## config.mk

```make
export PLATFORM = sky130hd
export DESIGN_NAME = gpio_peri_top
export DESIGN_NICKNAME = d
export VERILOG_FILES = /design/src/design/gpio_pkg.sv /design/src/design/gpio_bus_ctrl.sv /design/src/design/gpio_in_sync.sv /design/src/design/gpio_out_port.sv /design/src/design/gpio_irq_unit.sv /design/src/design/gpio_peri_top.sv
export SDC_FILE = /design/constraint.sdc
export NUM_CORES = 1
export LEC_CHECK = 0
export BUFFER_PORTS_ARGS = -buffer_cell sky130_fd_sc_hd__buf_2
export CORE_AREA = 10 10 233 235
export CTS_CLUSTER_SIZE = 28
export DETAILED_ROUTE_END_ITERATION = 7
export DIE_AREA = 0 0 243 245
export GPL_TIMING_DRIVEN = 0
export PLACE_DENSITY = 0.5
export SYNTH_ARGS = -nofsm -noshare
export SYNTH_HDL_FRONTEND = slang
export SYNTH_HIERARCHICAL = 1
export SYNTH_SLANG_ARGS = --single-unit
```

## constraint.sdc

```tcl
create_clock -name clk -period 1.84 [get_ports clk]
set_input_delay 0.092 -clock clk [delete_from_list [all_inputs] [get_ports clk]]
set_output_delay 0.092 -clock clk [all_outputs]
set_load 0.01 [all_outputs]
```

## src/design/gpio_pkg.sv

```systemverilog
/*
 * GPIO peripheral shared definitions
 * Pin count, bus widths, register map and the
 * structs passed between the bus controller and the datapath
 */

`default_nettype none

package gpio_pkg;

    //////////////////////////////////////////////////
    // Widths
    //////////////////////////////////////////////////

    // Number of GPIO pins
    localparam int unsigned GPIO_W     = 32;
    // Bus data width, never below GPIO_W
    localparam int unsigned BUS_DW     = 32;
    // Register address width
    localparam int unsigned ADR_W      = 3;
    // Input synchronizer depth
    localparam int unsigned CDC_STAGES = 2;

    //////////////////////////////////////////////////
    // Register map
    //////////////////////////////////////////////////

    localparam logic [ADR_W-1:0] REG_OUT  = 3'd0;  // output data
    localparam logic [ADR_W-1:0] REG_OE   = 3'd1;  // output enable
    localparam logic [ADR_W-1:0] REG_IN   = 3'd2;  // synchronized input, read only
    localparam logic [ADR_W-1:0] REG_IEN  = 3'd3;  // input enable
    localparam logic [ADR_W-1:0] REG_RISE = 3'd4;  // rising edge irq enable
    localparam logic [ADR_W-1:0] REG_FALL = 3'd5;  // falling edge irq enable
    localparam logic [ADR_W-1:0] REG_STS  = 3'd6;  // irq status, write one to clear
    localparam logic [ADR_W-1:0] REG_TGL  = 3'd7;  // toggle port for output data

    // All inputs enabled out of reset
    localparam logic [GPIO_W-1:0] IEN_RESET = '1;

    //////////////////////////////////////////////////
    // Bus request and response
    //////////////////////////////////////////////////

    typedef struct packed {
        logic              wen;
        logic              ren;
        logic [ADR_W-1:0]  adr;
        logic [BUS_DW-1:0] wdt;
    } bus_req_t;

    typedef struct packed {
        logic [BUS_DW-1:0] rdt;
        logic              err;
    } bus_rsp_t;

    //////////////////////////////////////////////////
    // Controller to datapath
    //////////////////////////////////////////////////

    // One strobe per writable register
    typedef struct packed {
        logic              out_we;
        logic              tgl_we;
        logic              oe_we;
        logic              ien_we;
        logic              rise_we;
        logic              fall_we;
        logic              sts_clr;
        logic [GPIO_W-1:0] dat;
    } gpio_wr_t;

    // Register values returned for reads
    typedef struct packed {
        logic [GPIO_W-1:0] out;
        logic [GPIO_W-1:0] oe;
        logic [GPIO_W-1:0] in;
        logic [GPIO_W-1:0] ien;
        logic [GPIO_W-1:0] rise;
        logic [GPIO_W-1:0] fall;
        logic [GPIO_W-1:0] sts;
    } gpio_state_t;

endpackage : gpio_pkg

`default_nettype wire

```

## src/design/gpio_bus_ctrl.sv

```systemverilog
/*
 * GPIO bus controller
 * Decodes single-cycle bus transfers into register write strobes
 * and returns read data with zero delay
 */

`timescale 1ns/1ps
`default_nettype none

module gpio_bus_ctrl
    import gpio_pkg::*;
(
    // Bus side
    input  logic        trn,
    input  bus_req_t    req,
    output bus_rsp_t    rsp,
    // Datapath side
    input  gpio_state_t state,
    output gpio_wr_t    wr
);

    //////////////////////////////////////////////////
    // Transfer qualification
    //////////////////////////////////////////////////

    logic              bus_wr;
    logic              bus_rd;
    logic [GPIO_W-1:0] rd_word;

    // Strobes only count inside a transfer
    assign bus_wr = trn & req.wen;
    assign bus_rd = trn & req.ren;

    //////////////////////////////////////////////////
    // Write decode
    //////////////////////////////////////////////////

    always_comb begin
        // Default to no strobe
        wr.out_we  = 1'b0;
        wr.tgl_we  = 1'b0;
        wr.oe_we   = 1'b0;
        wr.ien_we  = 1'b0;
        wr.rise_we = 1'b0;
        wr.fall_we = 1'b0;
        wr.sts_clr = 1'b0;
        // Pins take the low bits of the bus word
        wr.dat     = req.wdt[GPIO_W-1:0];
        if (bus_wr) begin
            case (req.adr)
                REG_OUT: begin
                    wr.out_we = 1'b1;
                end
                REG_OE: begin
                    wr.oe_we = 1'b1;
                end
                REG_IEN: begin
                    wr.ien_we = 1'b1;
                end
                REG_RISE: begin
                    wr.rise_we = 1'b1;
                end
                REG_FALL: begin
                    wr.fall_we = 1'b1;
                end
                REG_STS: begin
                    wr.sts_clr = 1'b1;
                end
                REG_TGL: begin
                    wr.tgl_we = 1'b1;
                end
                // Input register is read only, no strobe
                default: begin
                    wr.out_we = 1'b0;
                end
            endcase
        end
    end

    //////////////////////////////////////////////////
    // Read multiplexer
    //////////////////////////////////////////////////

    always_comb begin
        case (req.adr)
            REG_OUT:  rd_word = state.out;
            REG_OE:   rd_word = state.oe;
            REG_IN:   rd_word = state.in;
            REG_IEN:  rd_word = state.ien;
            REG_RISE: rd_word = state.rise;
            REG_FALL: rd_word = state.fall;
            REG_STS:  rd_word = state.sts;
            // Toggle address reads back output data
            REG_TGL:  rd_word = state.out;
            default:  rd_word = '0;
        endcase
    end

    //////////////////////////////////////////////////
    // Response
    //////////////////////////////////////////////////

    // Zero outside a read, extended to bus width
    assign rsp.rdt = bus_rd ? BUS_DW'(rd_word) : '0;

    // Write into the input register is rejected
    assign rsp.err = bus_wr & (req.adr == REG_IN);

endmodule : gpio_bus_ctrl

`default_nettype wire

```

## src/design/gpio_in_sync.sv

```systemverilog
/*
 * GPIO input path
 * Synchronizer chain for asynchronous pins
 * and the per-pin input enable register
 */

`timescale 1ns/1ps
`default_nettype none

module gpio_in_sync
    import gpio_pkg::*;
(
    input  logic              clk,
    input  logic              rst,
    // Raw pins
    input  logic [GPIO_W-1:0] gpio_i,
    // Register writes
    input  gpio_wr_t          wr,
    // Register and synchronized input
    output logic [GPIO_W-1:0] ien,
    output logic [GPIO_W-1:0] in_sync
);

    //////////////////////////////////////////////////
    // Synchronizer
    //////////////////////////////////////////////////

    // Stage 0 samples the pins, last stage is stable
    logic [CDC_STAGES-1:0][GPIO_W-1:0] sync_q;

    always_ff @(posedge clk) begin
        if (rst) begin
            sync_q <= '0;
        end else begin
            // Shift towards the last stage
            sync_q <= {sync_q[CDC_STAGES-2:0], gpio_i};
        end
    end

    //////////////////////////////////////////////////
    // Input enable
    //////////////////////////////////////////////////

    always_ff @(posedge clk) begin
        if (rst) begin
            ien <= IEN_RESET;
        end else if (wr.ien_we) begin
            ien <= wr.dat;
        end
    end

    // Disabled pins read zero and raise no edges
    assign in_sync = sync_q[CDC_STAGES-1] & ien;

endmodule : gpio_in_sync

`default_nettype wire

```

## src/design/gpio_out_port.sv

```systemverilog
/*
 * GPIO output port
 * Output data and output enable registers,
 * data takes plain loads and per-bit toggles
 */

`timescale 1ns/1ps
`default_nettype none

module gpio_out_port
    import gpio_pkg::*;
(
    input  logic              clk,
    input  logic              rst,
    // Register writes
    input  gpio_wr_t          wr,
    // Pin drivers
    output logic [GPIO_W-1:0] gpio_o,
    output logic [GPIO_W-1:0] gpio_e
);

    //////////////////////////////////////////////////
    // Output data
    //////////////////////////////////////////////////

    always_ff @(posedge clk) begin
        if (rst) begin
            gpio_o <= '0;
        end else if (wr.out_we) begin
            // Plain load
            gpio_o <= wr.dat;
        end else if (wr.tgl_we) begin
            // Flip pins where data is one
            gpio_o <= gpio_o ^ wr.dat;
        end
    end

    //////////////////////////////////////////////////
    // Output enable
    //////////////////////////////////////////////////

    // Pins start as inputs
    always_ff @(posedge clk) begin
        if (rst) begin
            gpio_e <= '0;
        end else if (wr.oe_we) begin
            gpio_e <= wr.dat;
        end
    end

endmodule : gpio_out_port

`default_nettype wire

```

## src/design/gpio_irq_unit.sv

```systemverilog
/*
 * GPIO interrupt unit
 * Per-pin edge detection with rise and fall enables,
 * sticky write-one-to-clear status and a level interrupt
 */

`timescale 1ns/1ps
`default_nettype none

module gpio_irq_unit
    import gpio_pkg::*;
(
    input  logic              clk,
    input  logic              rst,
    // Synchronized, enabled input
    input  logic [GPIO_W-1:0] in_sync,
    // Register writes
    input  gpio_wr_t          wr,
    // Registers for read back
    output logic [GPIO_W-1:0] rise,
    output logic [GPIO_W-1:0] fall,
    output logic [GPIO_W-1:0] sts,
    // Level interrupt
    output logic              irq
);

    logic [GPIO_W-1:0] in_prev;
    logic [GPIO_W-1:0] evt_rise;
    logic [GPIO_W-1:0] evt_fall;
    logic [GPIO_W-1:0] clr_mask;

    //////////////////////////////////////////////////
    // Edge enables
    //////////////////////////////////////////////////

    always_ff @(posedge clk) begin
        if (rst) begin
            rise <= '0;
            fall <= '0;
        end else begin
            if (wr.rise_we) begin
                rise <= wr.dat;
            end
            if (wr.fall_we) begin
                fall <= wr.dat;
            end
        end
    end

    //////////////////////////////////////////////////
    // Edge detection
    //////////////////////////////////////////////////

    // History of the synchronized input
    always_ff @(posedge clk) begin
        if (rst) begin
            in_prev <= '0;
        end else begin
            in_prev <= in_sync;
        end
    end

    // Masked edge events
    assign evt_rise = in_sync & ~in_prev & rise;
    assign evt_fall = ~in_sync & in_prev & fall;

    //////////////////////////////////////////////////
    // Status and interrupt
    //////////////////////////////////////////////////

    // Bits picked for clearing by this write
    assign clr_mask = wr.sts_clr ? wr.dat : '0;

    always_ff @(posedge clk) begin
        if (rst) begin
            sts <= '0;
            irq <= 1'b0;
        end else begin
            // Set after clear so a new edge wins
            sts <= (sts & ~clr_mask) | evt_rise | evt_fall;
            // One edge behind status
            irq <= |sts;
        end
    end

endmodule : gpio_irq_unit

`default_nettype wire

```

## src/design/gpio_peri_top.sv

```systemverilog
/*
 * GPIO peripheral top level
 * Bus controller plus output, input and interrupt datapath
 */

`timescale 1ns/1ps
`default_nettype none

module gpio_peri_top
    import gpio_pkg::*;
(
    input  logic              clk,
    input  logic              rst,
    // Bus
    input  logic              trn,
    input  bus_req_t          req,
    output bus_rsp_t          rsp,
    // Pins
    output logic [GPIO_W-1:0] gpio_o,
    output logic [GPIO_W-1:0] gpio_e,
    input  logic [GPIO_W-1:0] gpio_i,
    // Interrupt
    output logic              irq
);

    gpio_wr_t          wr;
    gpio_state_t       state;
    logic [GPIO_W-1:0] ien;
    logic [GPIO_W-1:0] in_sync;
    logic [GPIO_W-1:0] rise;
    logic [GPIO_W-1:0] fall;
    logic [GPIO_W-1:0] sts;

    //////////////////////////////////////////////////
    // Register state for reads
    //////////////////////////////////////////////////

    assign state.out  = gpio_o;
    assign state.oe   = gpio_e;
    assign state.in   = in_sync;
    assign state.ien  = ien;
    assign state.rise = rise;
    assign state.fall = fall;
    assign state.sts  = sts;

    //////////////////////////////////////////////////
    // Instances
    //////////////////////////////////////////////////

    gpio_bus_ctrl i_bus_ctrl (
        .trn     (trn),
        .req     (req),
        .rsp     (rsp),
        .state   (state),
        .wr      (wr)
    );

    gpio_out_port i_out_port (
        .clk     (clk),
        .rst     (rst),
        .wr      (wr),
        .gpio_o  (gpio_o),
        .gpio_e  (gpio_e)
    );

    gpio_in_sync i_in_sync (
        .clk     (clk),
        .rst     (rst),
        .gpio_i  (gpio_i),
        .wr      (wr),
        .ien     (ien),
        .in_sync (in_sync)
    );

    gpio_irq_unit i_irq_unit (
        .clk     (clk),
        .rst     (rst),
        .in_sync (in_sync),
        .wr      (wr),
        .rise    (rise),
        .fall    (fall),
        .sts     (sts),
        .irq     (irq)
    );

endmodule : gpio_peri_top

`default_nettype wire

```

==> results of run 1 <==
layout make-up:
type | instances | area (um2) | share of cell area (%)
Buffer | 138 | 992 | 5.77
Timing Repair Buffer | 226 | 1590 | 9.23
Inverter | 33 | 124 | 0.721
Clock buffer | 54 | 1080 | 6.28
Sequential cell | 289 | 5840 | 34.0
Tap cell | 672 | 841 | 4.89
Multi-Input combinational cell | 975 | 6670 | 38.8
Clock inverter | 7 | 46.3 | 0.269
final timing paths:
check	from	endpoint	slack, ps	depth (start not counted)
worst min register to register	i_in_sync/sync_q[17]$_SDFF_PP0_	i_in_sync/sync_q[49]$_SDFF_PP0_	440	1
worst min-delay path	rst	i_in_sync/sync_q[28]$_SDFF_PP0_	0.8	2
worst max register to register	i_irq_unit/sts[22]$_SDFF_PP0_	i_irq_unit/irq$_SDFF_PP0_	340	3
worst max-delay path	trn	rsp[13]	-100	6
routing by layer:
metal | vias to the layer above | routed length, um
met5 | - | 7
met4 | 2 | 1920
met3 | 112 | 4880
met2 | 525 | 25400
met1 | 5864 | 24400
li1 | 5512 | -
metrics by stage:
stage          total power (uW)  utilization [%]
3_3_place_gp               7940             29.8
5_1_grt                   15400             34.6
2_1_floorplan              7390                -
3_5_place_dp               7960             29.8
4_1_cts                   15000             34.4
6_report                  14900             34.6
synthesized netlist by cell type (all sizes together):
library cell  count  area [um2]
mux2i           139        1390
and4              2        17.5
mux2             15         169
buf             110         846
nand3b           65         488
nor4              9        56.3
dfxtp           289        5790
nand2            86         323
a41oi             4        35.0
o21bai           12        90.1
a21o              7        52.6
inv              33         124
a21oi           104         521
clkbuf           28         110
o22ai             8        50.1
nor2b           159         995
mux4              1        22.5
a22o             13         114
nand3            11        55.1
nor2            110         415
a211oi           16         120
nor3             12        60.1
a22oi            24         180
and2b             5        37.5
o21ai            64         320
o221a             8        90.1
and2             34         213
nand2b            2        15.0
or2               1        6.26
a211o            32         280
a32oi            32         280
critical path: cells and delay by family:
kind,cells,cell delay [ps]
compound gates,2,570
buf+inv,3,710
simple gates,1,460
cells by family after synthesis:
kind of cell / synth area share, %
AO/OA/AOI/OAI: 16.1
flip-flops: 43.6
multiplexers: 11.9
AND/OR/NAND/NOR: 20.2
buffers and inverters: 8.14
where the power goes:
group / leakage [uW] / internal [uW] / switching, uW
logic: 0.00358 / 630 / 926
registers: 0.00236 / 6410 / 94.5
clock network: 0.000559 / 4050 / 2810
total: 0.00650 / 11100 / 3830
repair_timing:
item                                    CTS  global route
gates resized for setup                  89            58
endpoints found under the setup margin   96            72
buffers inserted                          6             2
hold endpoints to repair                246             0
hold buffers                             84             0
pin swaps                                22            28
registers in the layout, indices dropped and copies added (netlist names):
register and count:
i_irq_unit/in_prev 32, i_irq_unit/sts 32, i_in_sync/sync_q 64, i_in_sync/ien 32
i_out_port/gpio_e 32, i_irq_unit/irq 1, i_irq_unit/fall 32, i_out_port/gpio_o 32
i_irq_unit/rise 32
==> results by stage, run 1 <==
Status:
- The run finished, with violations left.
- The checks that failed: setup timing.

STA:
- Setup repair after global routing could not meet its margin everywhere.
- The final period demand of the worst path is between 1500 and 2000 ps.
- The number of pins with negative max-slew slack in the final report is 0.
- The number of hold-slack violations in the final timing report was 0.
- The headroom to the max-slew limit is 36.8%.
- The final setup slack of the worst path is -100 ps.
- For the pin with the worst max-slew slack, the measured transition is roughly 950 ps.
- The worst clock skew is ~18 ps.
- For the final routed database, the setup TNS stands at -248 ps.
- The number of failing setup endpoints in the final timing report is 4.
- The fmax is about 0.52 GHz.
- The final critical path takes up 105% of the cycle.
- The smallest hold slack is roughly 0.76 ps.

GRT:
- The sum of overflow across all layers after global routing is 0.
- The number of global-route vias before repair is between 10k and 15k.
- Global routing consumed, on the met1 layer, 23.3% of the routing resources.
- For met3 alone, demand over resource in global routing was 4.81%.
- The pin count of the biggest net entering global routing is 12.
- The number of antenna violations at the first check in global routing is 1.
- The global-route wire length before repair is 82.1 mm.
- After global routing, the most crowded layer is met2.
- Global routing used roughly 18% of the available tracks across all layers.
- Global routing used just under 30% of the available met2 tracks.

Power and ir drop:
- For this design the static power due to leakage is roughly 0.0065 uW.
- IR analysis of the VDD net gives a maximum drop of between 0.4 and 0.5 mV.
- The power density over cell area is slightly below 900 nW/um2.

Routing:
- The total DRC errors in the routed layout is 0.
- The total wire length after detailed routing is approximately 57 mm.
- The count of nets left with antenna violations once routing finished came out at 0.
- The routed layout has around 12k vias.
- In the final routed layout, each cell accounts on average for roughly 24 um.
- The count of routing violations after the opening detailed-route iteration is between 1k and 1.5k.
- The pre-antenna-repair detailed-routing pass consisted of 6 iterations.
- After detailed routing, the number of vias per cell comes to roughly 5.

Worst setup path:
- Data on the critical path is required at its endpoint by 1750 ps.
- The launching element type of the critical path is a primary input.
- The top fanout value on the critical path is 10.
- The type of the setup path with the least slack is primary input to output port.
- The slowest library cell on the worst path is and2_1.
- The worst setup path is captured at an output port.
- The critical path goes through buf_2 > and2_1 > clkbuf_2 > o21ai_0 > a41oi_4 > buf_6.
- In this design, the stage delay of the slowest critical-path cell is about 460 ps.
- For the worst setup path, the data arrival time is around 1900 ps.

Yosys:
- After synthesis, the netlist uses 40 different library cells.
- After synthesis the netlist holds a flip-flop and latch count of between 200 and 300.
- Summing every instance area after synthesis gives 13300 um2.
- Of the synthesized area, sequential elements account for between 40% and 50%.
- For this run, the number of Yosys warnings is 6.
- The synthesized netlist net count is ~1.5k.
- A synthesized cell averages about 9.2 um2.
- The synthesized netlist cell count is roughly 1.4k.

Floorplan:
- In this run the count of I/O pins placed on the die edge is 170.
- The core region is just under 50000 um2.
- In this run the core area contains 82 standard-cell rows.
- The die outline width is between 200 and 250 um.
- The total die area is just under 60000 um2.
- The floorplan step set the die height to about 250 um.
- For this configuration, the core starts out at a cell density of a little over a quarter.

Clocking:
- CTS saw ~290 sinks.
- The post-CTS clock slew at the launch and capture registers of the worst setup and hold paths is around 60 ps.
- The clock reaches the later pin of the worst-skew pair after roughly 550 ps.
- The largest buffer count on any clock path is 3.
- TritonCTS built the clock tree.
- The clock tree synthesis step divided the H-tree into 2 levels.
- The tree is rooted in a clkbuf_16.
- The number of buffers added by the clock tree synthesis step is 36.

Cells and area:
- In the layout the commonest cells are 248 x dfxtp_1, 166 x buf_2, 158 x nor2b_1.
- The filler cells instantiated in the layout total approximately 5.2k.
- The cell area after layout is between 15000 and 20000 um2.
- The library cell used most frequently in the layout, excluding fill and tap cells, is dfxtp_1.
- Of the cells placed in the final design, the portion with a size suffix greater than 1 is 26.1%.
- The area overhead of the layout relative to synthesis is 29.6%.
- The number of nets in the finished design is ~1.8k.
- The final standard cell count with taps included and fillers excluded is approximately 2.4k.
- The repair_antennas step left the layout with diodes totalling 0.

Place:
- Prior to clock tree synthesis, the placed netlist has a worst setup slack of -1040 ps.
- The total instance count after detailed placement is 2241.
- Summing all placed instances gives a cell area of 14800 um2.
- The number of I/O port buffers is 134.
- The HPWL after detailed placement is roughly 38 mm.
- At the end of routability-driven placement, the weighted congestion stood at between 0.8 and 0.9.

Worst hold path:
- The classification of the worst-slack hold path is primary input to flop.

Flow run:
- The max-capacitance violation count is 0.
Note: power is estimated with default switching activity, not from simulation.
==> run 2: changes to the inputs <==
ABC_AREA = 1   (was not set)
CORE_AREA = 10 10 237 239   (was 10 10 233 235)
DIE_AREA = 0 0 247 249   (was 0 0 243 245)
PLACE_DENSITY = 0.49   (was 0.5)
==> results by stage, run 2 <==
Status:
- Outcome: finished, final reports clean (was complete, but fails checks).

Power and ir drop:
- The total power of the final layout is 15000 uW (was 14900 uW).
- The static leakage power was 0.00819 uW (was 0.00650 uW).
- The maximum vdd drop is 0.569 mV (was 0.484 mV).
- The power density over cell area came to 871 nW/um2 (was 868 nW/um2).

Worst setup path:
- The register-to-register setup slack was 710 ps (was 340 ps).
- The worst flop-to-flop path endpoint is i_in_sync/ien[0]$_SDFFE_PP1P_ (was i_irq_unit/irq$_SDFF_PP0_).
- The worst path required time came to 1750 ps (about the same).
- The data arrival time of the worst path was 1730 ps (was 1850 ps).
- The depth of the worst register-to-register path was 3 (unchanged).
- The launching element type of the critical path is a primary input (unchanged).
- The nature of the critical path endpoint is an output port (unchanged).
- The top fanout value on the critical path was 10 (unchanged).
- The origin of the critical flop-to-flop path is i_in_sync/ien[0]$_SDFFE_PP1P_ (was i_irq_unit/sts[22]$_SDFF_PP0_).
- The type of the setup path with the least slack is primary input to output port (unchanged).

Floorplan:
- The effective utilization at floorplan is 26.8% (was 26.7%).
- The number of top-level pins was 170 (unchanged).
- The total die area was 61500 um2 (was 59500 um2).
- The number of core rows was 83 (was 82).
- The area of the placeable core was 51200 um2 (was 49700 um2).
- The die outline width is 247 um (was 243 um).
- The height of the die is 249 um (was 245 um).

Worst hold path:
- The classification of the worst-slack hold path is primary input to flop (unchanged).
- The worst min-delay path startpoint is gpio_i[11] (was rst).
- The worst min-delay path endpoint is i_in_sync/sync_q[11]$_SDFF_PP0_ (was i_in_sync/sync_q[28]$_SDFF_PP0_).
- The instance count along the most critical hold path is 4 (was 2).

STA:
- The worst clock skew is 13.8 ps (was 18.2 ps).
- The headroom to the max-slew limit came to 56.7% (was 36.8%).
- The fmax is 0.550 GHz (was 0.515 GHz).
- Setup repair after global routing missed its margin: true (unchanged).
- The number of hold-slack violations in the final timing report is 0 (unchanged).
- The transition time at the pin with the least slew margin is 649 ps (was 947 ps).
- The final period demand of the worst path was 1820 ps (was 1940 ps).
- The portion of the clock cycle consumed by the worst path in the final layout was 98.8% (was 105%).
- The number of failing setup endpoints in the final timing report is 0 (was 4).
- The number of pins with negative max-slew slack in the final report was 0 (unchanged).

Yosys:
- The combined area of all synthesized cells came to 13700 um2 (was 13300 um2).
- The most used flip-flop cell after synthesis is dfxtp_1 (unchanged).
- The largest family of logic cells by synthesized area was simple AND/OR/NAND/NOR gates (unchanged).
- The xor and xnor area share after synthesis is 0% (unchanged).
- The async set-reset flop share out of synthesis was 0% (unchanged).
- The number of enable-type register cells in the synthesized netlist came to 0 (unchanged).
- Main area contributors after synthesis: dfxtp_1 42%, nand2_1 8.1%, nor2_1 7.9% (was dfxtp_1 44%, mux2i_1 10%, nor2b_1 7.5%).
- The synthesized area per cell is 7.08 um2 (was 9.24 um2).
- The synthesized netlist net count was 2010 (was 1507).
- The count of synthesis-stage warnings from yosys is 6 (unchanged).
- The flop and latch count out of synthesis came to 289 (unchanged).
- The most frequently used cell type in the post-synthesis netlist was nand2_1 (was dfxtp_1).
- The count of distinct cell types in the synthesized netlist is 32 (was 40).
- The post-synthesis share of cell area spent on and, or, nand and nor gates was 27.4% (was 20.2%).
- The sequential element share of the synthesized area is 42.2% (was 43.6%).
- The library cell with the largest summed area after synthesis is dfxtp_1 (unchanged).
- Top post-synthesis cells by count: 295 x nand2_1, 289 x dfxtp_1, 287 x nor2_1 (was 289 x dfxtp_1, 159 x nor2b_1, 139 x mux2i_1).
- The adder-cell area share of the yosys netlist is 0% (unchanged).
- The synthesized netlist cell count is 1938 (was 1435).
- The synthesized-area fraction occupied by ao, oa, aoi and oai cells came to 14.4% (was 16.1%).
- The portion of synthesized cell area occupied by the leading cell type is 42.2% (was 43.6%).
- The multiplexer fraction of the synthesized cell area is 0% (was 11.9%).

Clocking:
- The root buffer selected by CTS is clkbuf_16 (unchanged).
- The largest buffer count on any clock path is 3 (unchanged).
- The clock sink count is 289 (unchanged).
- The clock latency on the worst-skew pair was 530 ps (was 550 ps).
- The clock tree from TritonCTS is built (unchanged).
- The post-CTS clock slew at the launch and capture registers of the worst setup and hold paths is 60 ps (about the same).
- The number of buffers added by the clock tree synthesis step is 34 (was 36).
- The CTS H-tree depth is 2 (unchanged).

GRT:
- The met1 routing resource usage after global routing is 24.7% (was 23.3%).
- The number of antenna violations at the first check in global routing is 1 (unchanged).
- The global-route usage over all layers came to 18.0% (was 18.4%).
- The layer with the highest usage is met2 (unchanged).
- The sum of overflow across all layers after global routing was 0 (unchanged).
- The global-route wire length before repair came to 84.8 mm (was 82.1 mm).
- The met2 usage in global routing was 27.7% (was 29.2%).
- The number of global-route vias before repair was 13.3k (was 12.1k).
- The fraction of met3 tracks used by global routing is 2.78% (was 4.81%).
- The pin count of the biggest net entering global routing was 13 (was 12).

Cells and area:
- The register containing the most flip-flops in the final layout is i_in_sync/sync_q (unchanged).
- The fill cell instance count of the final layout is 5509 (was 5183).
- The number of nets in the finished design was 2253 (was 1771).
- Most frequent cells in the layout: 295 x nand2_1, 282 x nor2_1, 276 x dfxtp_1 (was 248 x dfxtp_1, 166 x buf_2, 158 x nor2b_1).
- The utilization after layout is 33.6% (was 34.6%).
- The area overhead of the layout relative to synthesis is 25.5% (was 29.6%).
- The flip-flop count of the largest register, all copies and words added was 64 (unchanged).
- The cell area after layout was 17200 um2 (about the same).
- The most common cell after layout, fill and taps aside is nand2_1 (was dfxtp_1).
- The ratio of cells with drive above 1 in the final layout is 20.6% (was 26.1%).

Place:
- The final weighted congestion in routability-driven placement is 0.940 (was 0.885).
- The HPWL after detailed placement is 43.8 mm (was 38.5 mm).
- The number of I/O port buffers is 136 (was 134).
- The placed cell area is 15200 um2 (was 14800 um2).

Routing:
- The number of optimization iterations in the first detailed-route pass is 6 (unchanged).
- The detailed-route via count came to 13.7k (was 12.0k).
- The routed length per placed instance was 19.8 um (was 23.7 um).
- The number of vias per cell is 4.76 (was 5.02).
- The total DRC errors in the routed layout was 0 (unchanged).
- The final antenna-violating net count is 0 (unchanged).
- The total wire length after detailed routing was 57.2 mm (was 56.7 mm).
- The count of routing violations after the opening detailed-route iteration is 1294 (was 1152).

Flow run:
- The max-capacitance violation count was 0 (unchanged).
==> run 2: cell types whose count changed in the layout (fill, tap and decap cells not counted), sizes merged, moves of 65 or more <==
| cell | previous run | this run |
|---|---|---|
| nand2 | 86 | 316 |
| nand3 | 11 | 111 |
| mux2i | 139 | 0 |
| nand4 | 0 | 117 |
| nor2 | 110 | 289 |
| o21ai | 64 | 161 |
| nor2b | 159 | 0 |
| inv | 35 | 289 |
| nand3b | 65 | 0 |
==> run 2: kinds of logic (layout without fill, tap and decap cells) <==
family,after synthesis,in the layout
AOI/OAI and AO/OA,361,361
buffers and inverters,451,720
DFF,289,289
other,0,1
and+or+nand+nor,837,837
==> run 2: worst max-delay path by stage <==
stage / startpoint / to / slack [ps]
2_1_floorplan: req[32] / i_irq_unit/sts[10]$_SDFF_PP0_ / 350
3_3_place_gp: req[32] / i_irq_unit/fall[12]$_SDFFE_PP0P_ / -220
3_5_place_dp: req[33] / i_irq_unit/fall[20]$_SDFFE_PP0P_ / -220
4_1_cts: i_in_sync/ien[13]$_SDFFE_PP1P_ / rsp[14] / 1
5_1_grt: i_in_sync/sync_q[50]$_SDFF_PP0_ / rsp[19] / -30
6_report: req[34] / rsp[16] / 20
==> run 2: worst max-delay path: stages <==
cell and delay (ps):
buf_2 120, buf_2 230, buf_1 470, nand4_1 240
nand2_1 120, nor2_1 100, a21oi_2 190, buf_2 160
==> run 2: per-stage QoR <==
stage | TNS [ps] | setup slack (ps) | instances | hold WS, ps
after floorplan | 0 | 348 | 1938 | 199
after global placement | -9940 | -219 | 2754 | 293
after detailed placement | -9100 | -221 | 2754 | 297
after CTS | 0 | 0.980 | 2883 | 279
after global routing | -42.5 | -27.0 | 2887 | 318
final | 0 | 21.6 | 2888 | 298
==> run 2: repair_timing <==
action | CTS | global route
pin swaps | 3 | 7
gates cloned | 0 | 0
endpoints found under the setup margin | 19 | 24
buffers inserted | 0 | 4
gates resized for setup | 26 | 35
hold buffers | 67 | 0
hold endpoints to repair | 193 | 0
==> run 2: layer usage <==
| layer | wire (um) | vias to the layer above | part of all wire [%] |
|---|---|---|---|
| met1 | 26000 | 6362 | 45 |
| met2 | 25200 | 576 | 44 |
| met3 | 4110 | 116 | 7.2 |
| met5 | 12 | - | 0.021 |
| li1 | - | 6684 | - |
| met4 | 1870 | 2 | 3.3 |
==> run 2: area by class of cell <==
cell class / count / area, um2 / share of cell area, %
Multi-Input combinational cell: 1198 / 5850 / 34.0
Sequential cell: 289 / 5800 / 33.7
Tap cell: 680 / 851 / 4.94
Inverter: 290 / 1100 / 6.40
Antenna cell: 1 / 2.50 / 0.0145
Clock buffer: 55 / 1030 / 6.01
Buffer: 161 / 1090 / 6.36
Timing Repair Buffer: 207 / 1380 / 8.03
Clock inverter: 7 / 93.8 / 0.545
==> run 2: power by group <==
group | switching, uW | total [uW] | internal [uW]
combinational | 1030 | 1550 | 514
sequential | 123 | 6550 | 6430
clock | 2750 | 6890 | 4140
==> run 3: changes to the inputs <==
PLACE_DENSITY = 0.48   (was 0.49)
SETUP_SLACK_MARGIN = 0.15   (was not set)
clock period = 2 ns   (was 1.84 ns; I/O delays follow)
==> results by stage, run 3 (synthesized netlist as in run 2, its figures left out) <==
Clocking:
- The root buffer selected by CTS was clkbuf_16 (unchanged).
- The largest buffer count on any clock path is 3 (unchanged).
- The CTS H-tree depth came to 1 (was 2).
- The post-CTS clock slew at the launch and capture registers of the worst setup and hold paths is 60 ps (about the same).
- The clock tree from TritonCTS was built (unchanged).
- The clock sink count is 289 (unchanged).
- The number of buffers added by the clock tree synthesis step is 31 (was 34).
- The clock latency on the worst-skew pair was 590 ps (was 530 ps).

Worst setup path:
- The type of the setup path with the least slack is flop to output port (was primary input to output port).
- The top fanout value on the critical path is 3 (was 10).
- The slowest library cell on the worst path is dfxtp_1 (was buf_1).
- The register-to-register setup slack is 850 ps (was 710 ps).
- The worst path required time came to 1900 ps (was 1750 ps).
- The data arrival time of the worst path came to 1750 ps (was 1730 ps).
- The launching element type of the critical path is a flop (was primary input).
- The startpoint of the most critical setup path is i_in_sync/ien[12]$_SDFFE_PP1P_ (was req[34]).
- The depth of the worst register-to-register path came to 6 (was 3).
- The maximum cell stage delay along the critical path is 350 ps (was 470 ps).
- The origin of the critical flop-to-flop path was i_irq_unit/sts[25]$_SDFF_PP0_ (was i_in_sync/ien[0]$_SDFFE_PP1P_).
- The nature of the critical path endpoint is an output port (unchanged).
- Cell-by-cell listing of the critical path: nand2_1 > inv_2 > nand4_1 > nand2_1 > nor2_1 > a21oi_2 > buf_2 (was buf_2 > buf_2 > buf_1 > nand4_1 > nand2_1 > nor2_1 > a21oi_2 > buf_2).
- The cell with the most instances on the worst path is nand2_1 (was buf_2).
- The capturing instance or port of the critical path is rsp[13] (was rsp[16]).
- The worst flop-to-flop path endpoint is i_irq_unit/irq$_SDFF_PP0_ (was i_in_sync/ien[0]$_SDFFE_PP1P_).

STA:
- Setup repair after global routing missed its margin: true (unchanged).
- The portion of the clock cycle consumed by the worst path in the final layout is between 90% and 100%.
- The number of hold-slack violations in the final timing report is 0 (unchanged).
- The final setup slack of the worst path is 145 ps (was 21.6 ps).
- The headroom to the max-slew limit came to 53.3% (was 56.7%).
- The number of pins with negative max-slew slack in the final report is 0 (unchanged).
- The transition time at the pin with the least slew margin is 700 ps (was 649 ps).
- The number of failing setup endpoints in the final timing report is 0 (unchanged).
- The fmax is ~0.54 GHz.
- The final period demand of the worst path is approximately 1900 ps.
- The worst clock skew was 14.8 ps (was 13.8 ps).

Routing:
- The detailed-routed wire length on met2 is 25.3 mm (was 25.2 mm).
- The total DRC errors in the routed layout is 0 (unchanged).
- The count of routing violations after the opening detailed-route iteration came to 1243 (was 1294).
- The detailed-route via count is 13.8k (was 13.7k).
- The final antenna-violating net count came to 0 (unchanged).
- The total wire length after detailed routing is 57.5 mm (was 57.2 mm).
- The number of optimization iterations in the first detailed-route pass came to 7 (was 6).
- The wire length on met3 was 4.22 mm (was 4.11 mm).
- The top routing layer in use is met5 (unchanged).
- The routed length per placed instance is 19.9 um (was 19.8 um).
- The number of vias per cell is 4.77 (was 4.76).
- The sum of routed wire segments on met1 is 26.1 mm (was 26.0 mm).

Cells and area:
- The most common cell after layout, fill and taps aside is nand2_1 (unchanged).
- The number of nets in the finished design is 2260 (was 2253).
- The cell area after layout came to 17300 um2 (was 17200 um2).
- The ratio of cells with drive above 1 in the final layout is 23.4% (was 20.6%).
- Most frequent cells in the layout: 290 x nand2_1, 275 x nor2_1, 260 x inv_1 (was 295 x nand2_1, 282 x nor2_1, 276 x dfxtp_1).
- The number of antenna repair diodes is 0 (was 1).
- The flip-flop count of the largest register, all copies and words added was 64 (unchanged).
- The area occupied by registers is 5840 um2 (was 5800 um2).
- The register containing the most flip-flops in the final layout was i_in_sync/sync_q (unchanged).
- The utilization after layout is 33.8% (was 33.6%).
- The area used by multi-input combinational logic is 5900 um2 (was 5850 um2).
- The fill cell instance count of the final layout is 5483 (was 5509).
- The area overhead of the layout relative to synthesis came to 26.2% (was 25.5%).

GRT:
- The pin count of the biggest net entering global routing was 15 (was 13).
- The sum of overflow across all layers after global routing is 0 (unchanged).
- The global-route wire length before repair is 85.1 mm (was 84.8 mm).
- The global-route usage over all layers is 18.0% (about the same).
- The number of antenna violations at the first check in global routing is 2 (was 1).
- The number of global-route vias before repair is 13.3k (about the same).

Power and ir drop:
- The maximum vdd drop was 0.581 mV (was 0.569 mV).
- The power density over cell area is 783 nW/um2 (was 871 nW/um2).
- The static leakage power is 0.00821 uW (was 0.00819 uW).

Floorplan:
- The number of top-level pins is 170 (unchanged).
- The total die area is 61500 um2 (unchanged).
- The effective utilization at floorplan is 26.8% (unchanged).
- The height of the die is 249 um (unchanged).
- The die outline width came to 247 um (unchanged).
- The area of the placeable core was 51200 um2 (unchanged).
- The number of core rows is 83 (unchanged).

Place:
- The number of I/O port buffers was 136 (unchanged).
- The final weighted congestion in routability-driven placement is 0.927 (was 0.940).
- The placed cell area was 15200 um2 (unchanged).
- The HPWL after detailed placement is 43.9 mm (was 43.8 mm).
- The pre-CTS setup slack came to -54.2 ps (was -221 ps).

Status:
- Outcome: finished, final reports clean (unchanged).

Worst hold path:
- The worst min-delay path startpoint is gpio_i[14] (was gpio_i[11]).
- The classification of the worst-slack hold path is primary input to flop (unchanged).

Flow run:
- The max-capacitance violation count is 0 (unchanged).
## run 3: how the worst min path moves through the flow
stage                                                  to  slack [ps]  cells after the start
after floorplan            i_in_sync/sync_q[0]$_SDFF_PP0_         210                      2
final                     i_in_sync/sync_q[14]$_SDFF_PP0_         240                      4
after global placement     i_in_sync/sync_q[1]$_SDFF_PP0_         300                      3
after CTS                 i_in_sync/sync_q[14]$_SDFF_PP0_         220                      4
after detailed placement  i_in_sync/sync_q[31]$_SDFF_PP0_         300                      3
after global routing      i_in_sync/sync_q[14]$_SDFF_PP0_         270                      4
## run 3: critical path, delay by kind of cell, from the launching register on
family	cells	cell delay, ps
flops	1	350
buf+inv	2	280
compound gates	1	230
simple gates	4	320
## run 3: layout make-up
| class | count | area share, % |
|---|---|---|
| clock inverters | 12 | 0.940 |
| plain buffers | 161 | 6.33 |
| well taps | 680 | 4.92 |
| flip-flops and latches | 289 | 33.7 |
| repair buffers | 217 | 8.44 |
| clock buffers | 43 | 5.15 |
| inverters | 290 | 6.38 |
| multi-input cells | 1198 | 34.1 |
## run 3: power by group
| part | switching, uW | leakage [uW] | internal, uW | total [uW] |
|---|---|---|---|---|
| logic | 949 | 0.00534 | 486 | 1440 |
| clock network | 2480 | 0.000522 | 3590 | 6070 |
| registers | 115 | 0.00235 | 5920 | 6030 |
## run 3: through the flow
step	hold WS, ps	std cells	setup TNS (ps)	total power, uW
3_3_place_gp	300	2754	-821	7400
3_5_place_dp	305	2754	-762	7420
4_1_cts	224	2879	0	13600
6_report	244	2890	0	13500
2_1_floorplan	207	1938	0	6870
5_1_grt	267	2890	0	14000
## run 3: routing by layer
layer / GRT usage (%) / vias to the layer above
met4: 6.27 / 4
met5: 0 / -
met3: 3.59 / 113
li1: - / 6699
met1: 24.5 / 6437
met2: 27.5 / 546
## run 3: what timing repair did
action | in CTS | in global routing
pin swaps | 8 | 23
hold endpoints to repair | 197 | 0
gates resized for setup | 45 | 73
gates cloned | 0 | 0
buffers inserted | 1 | 11
hold buffers | 69 | 0
setup endpoints to repair | 23 | 31
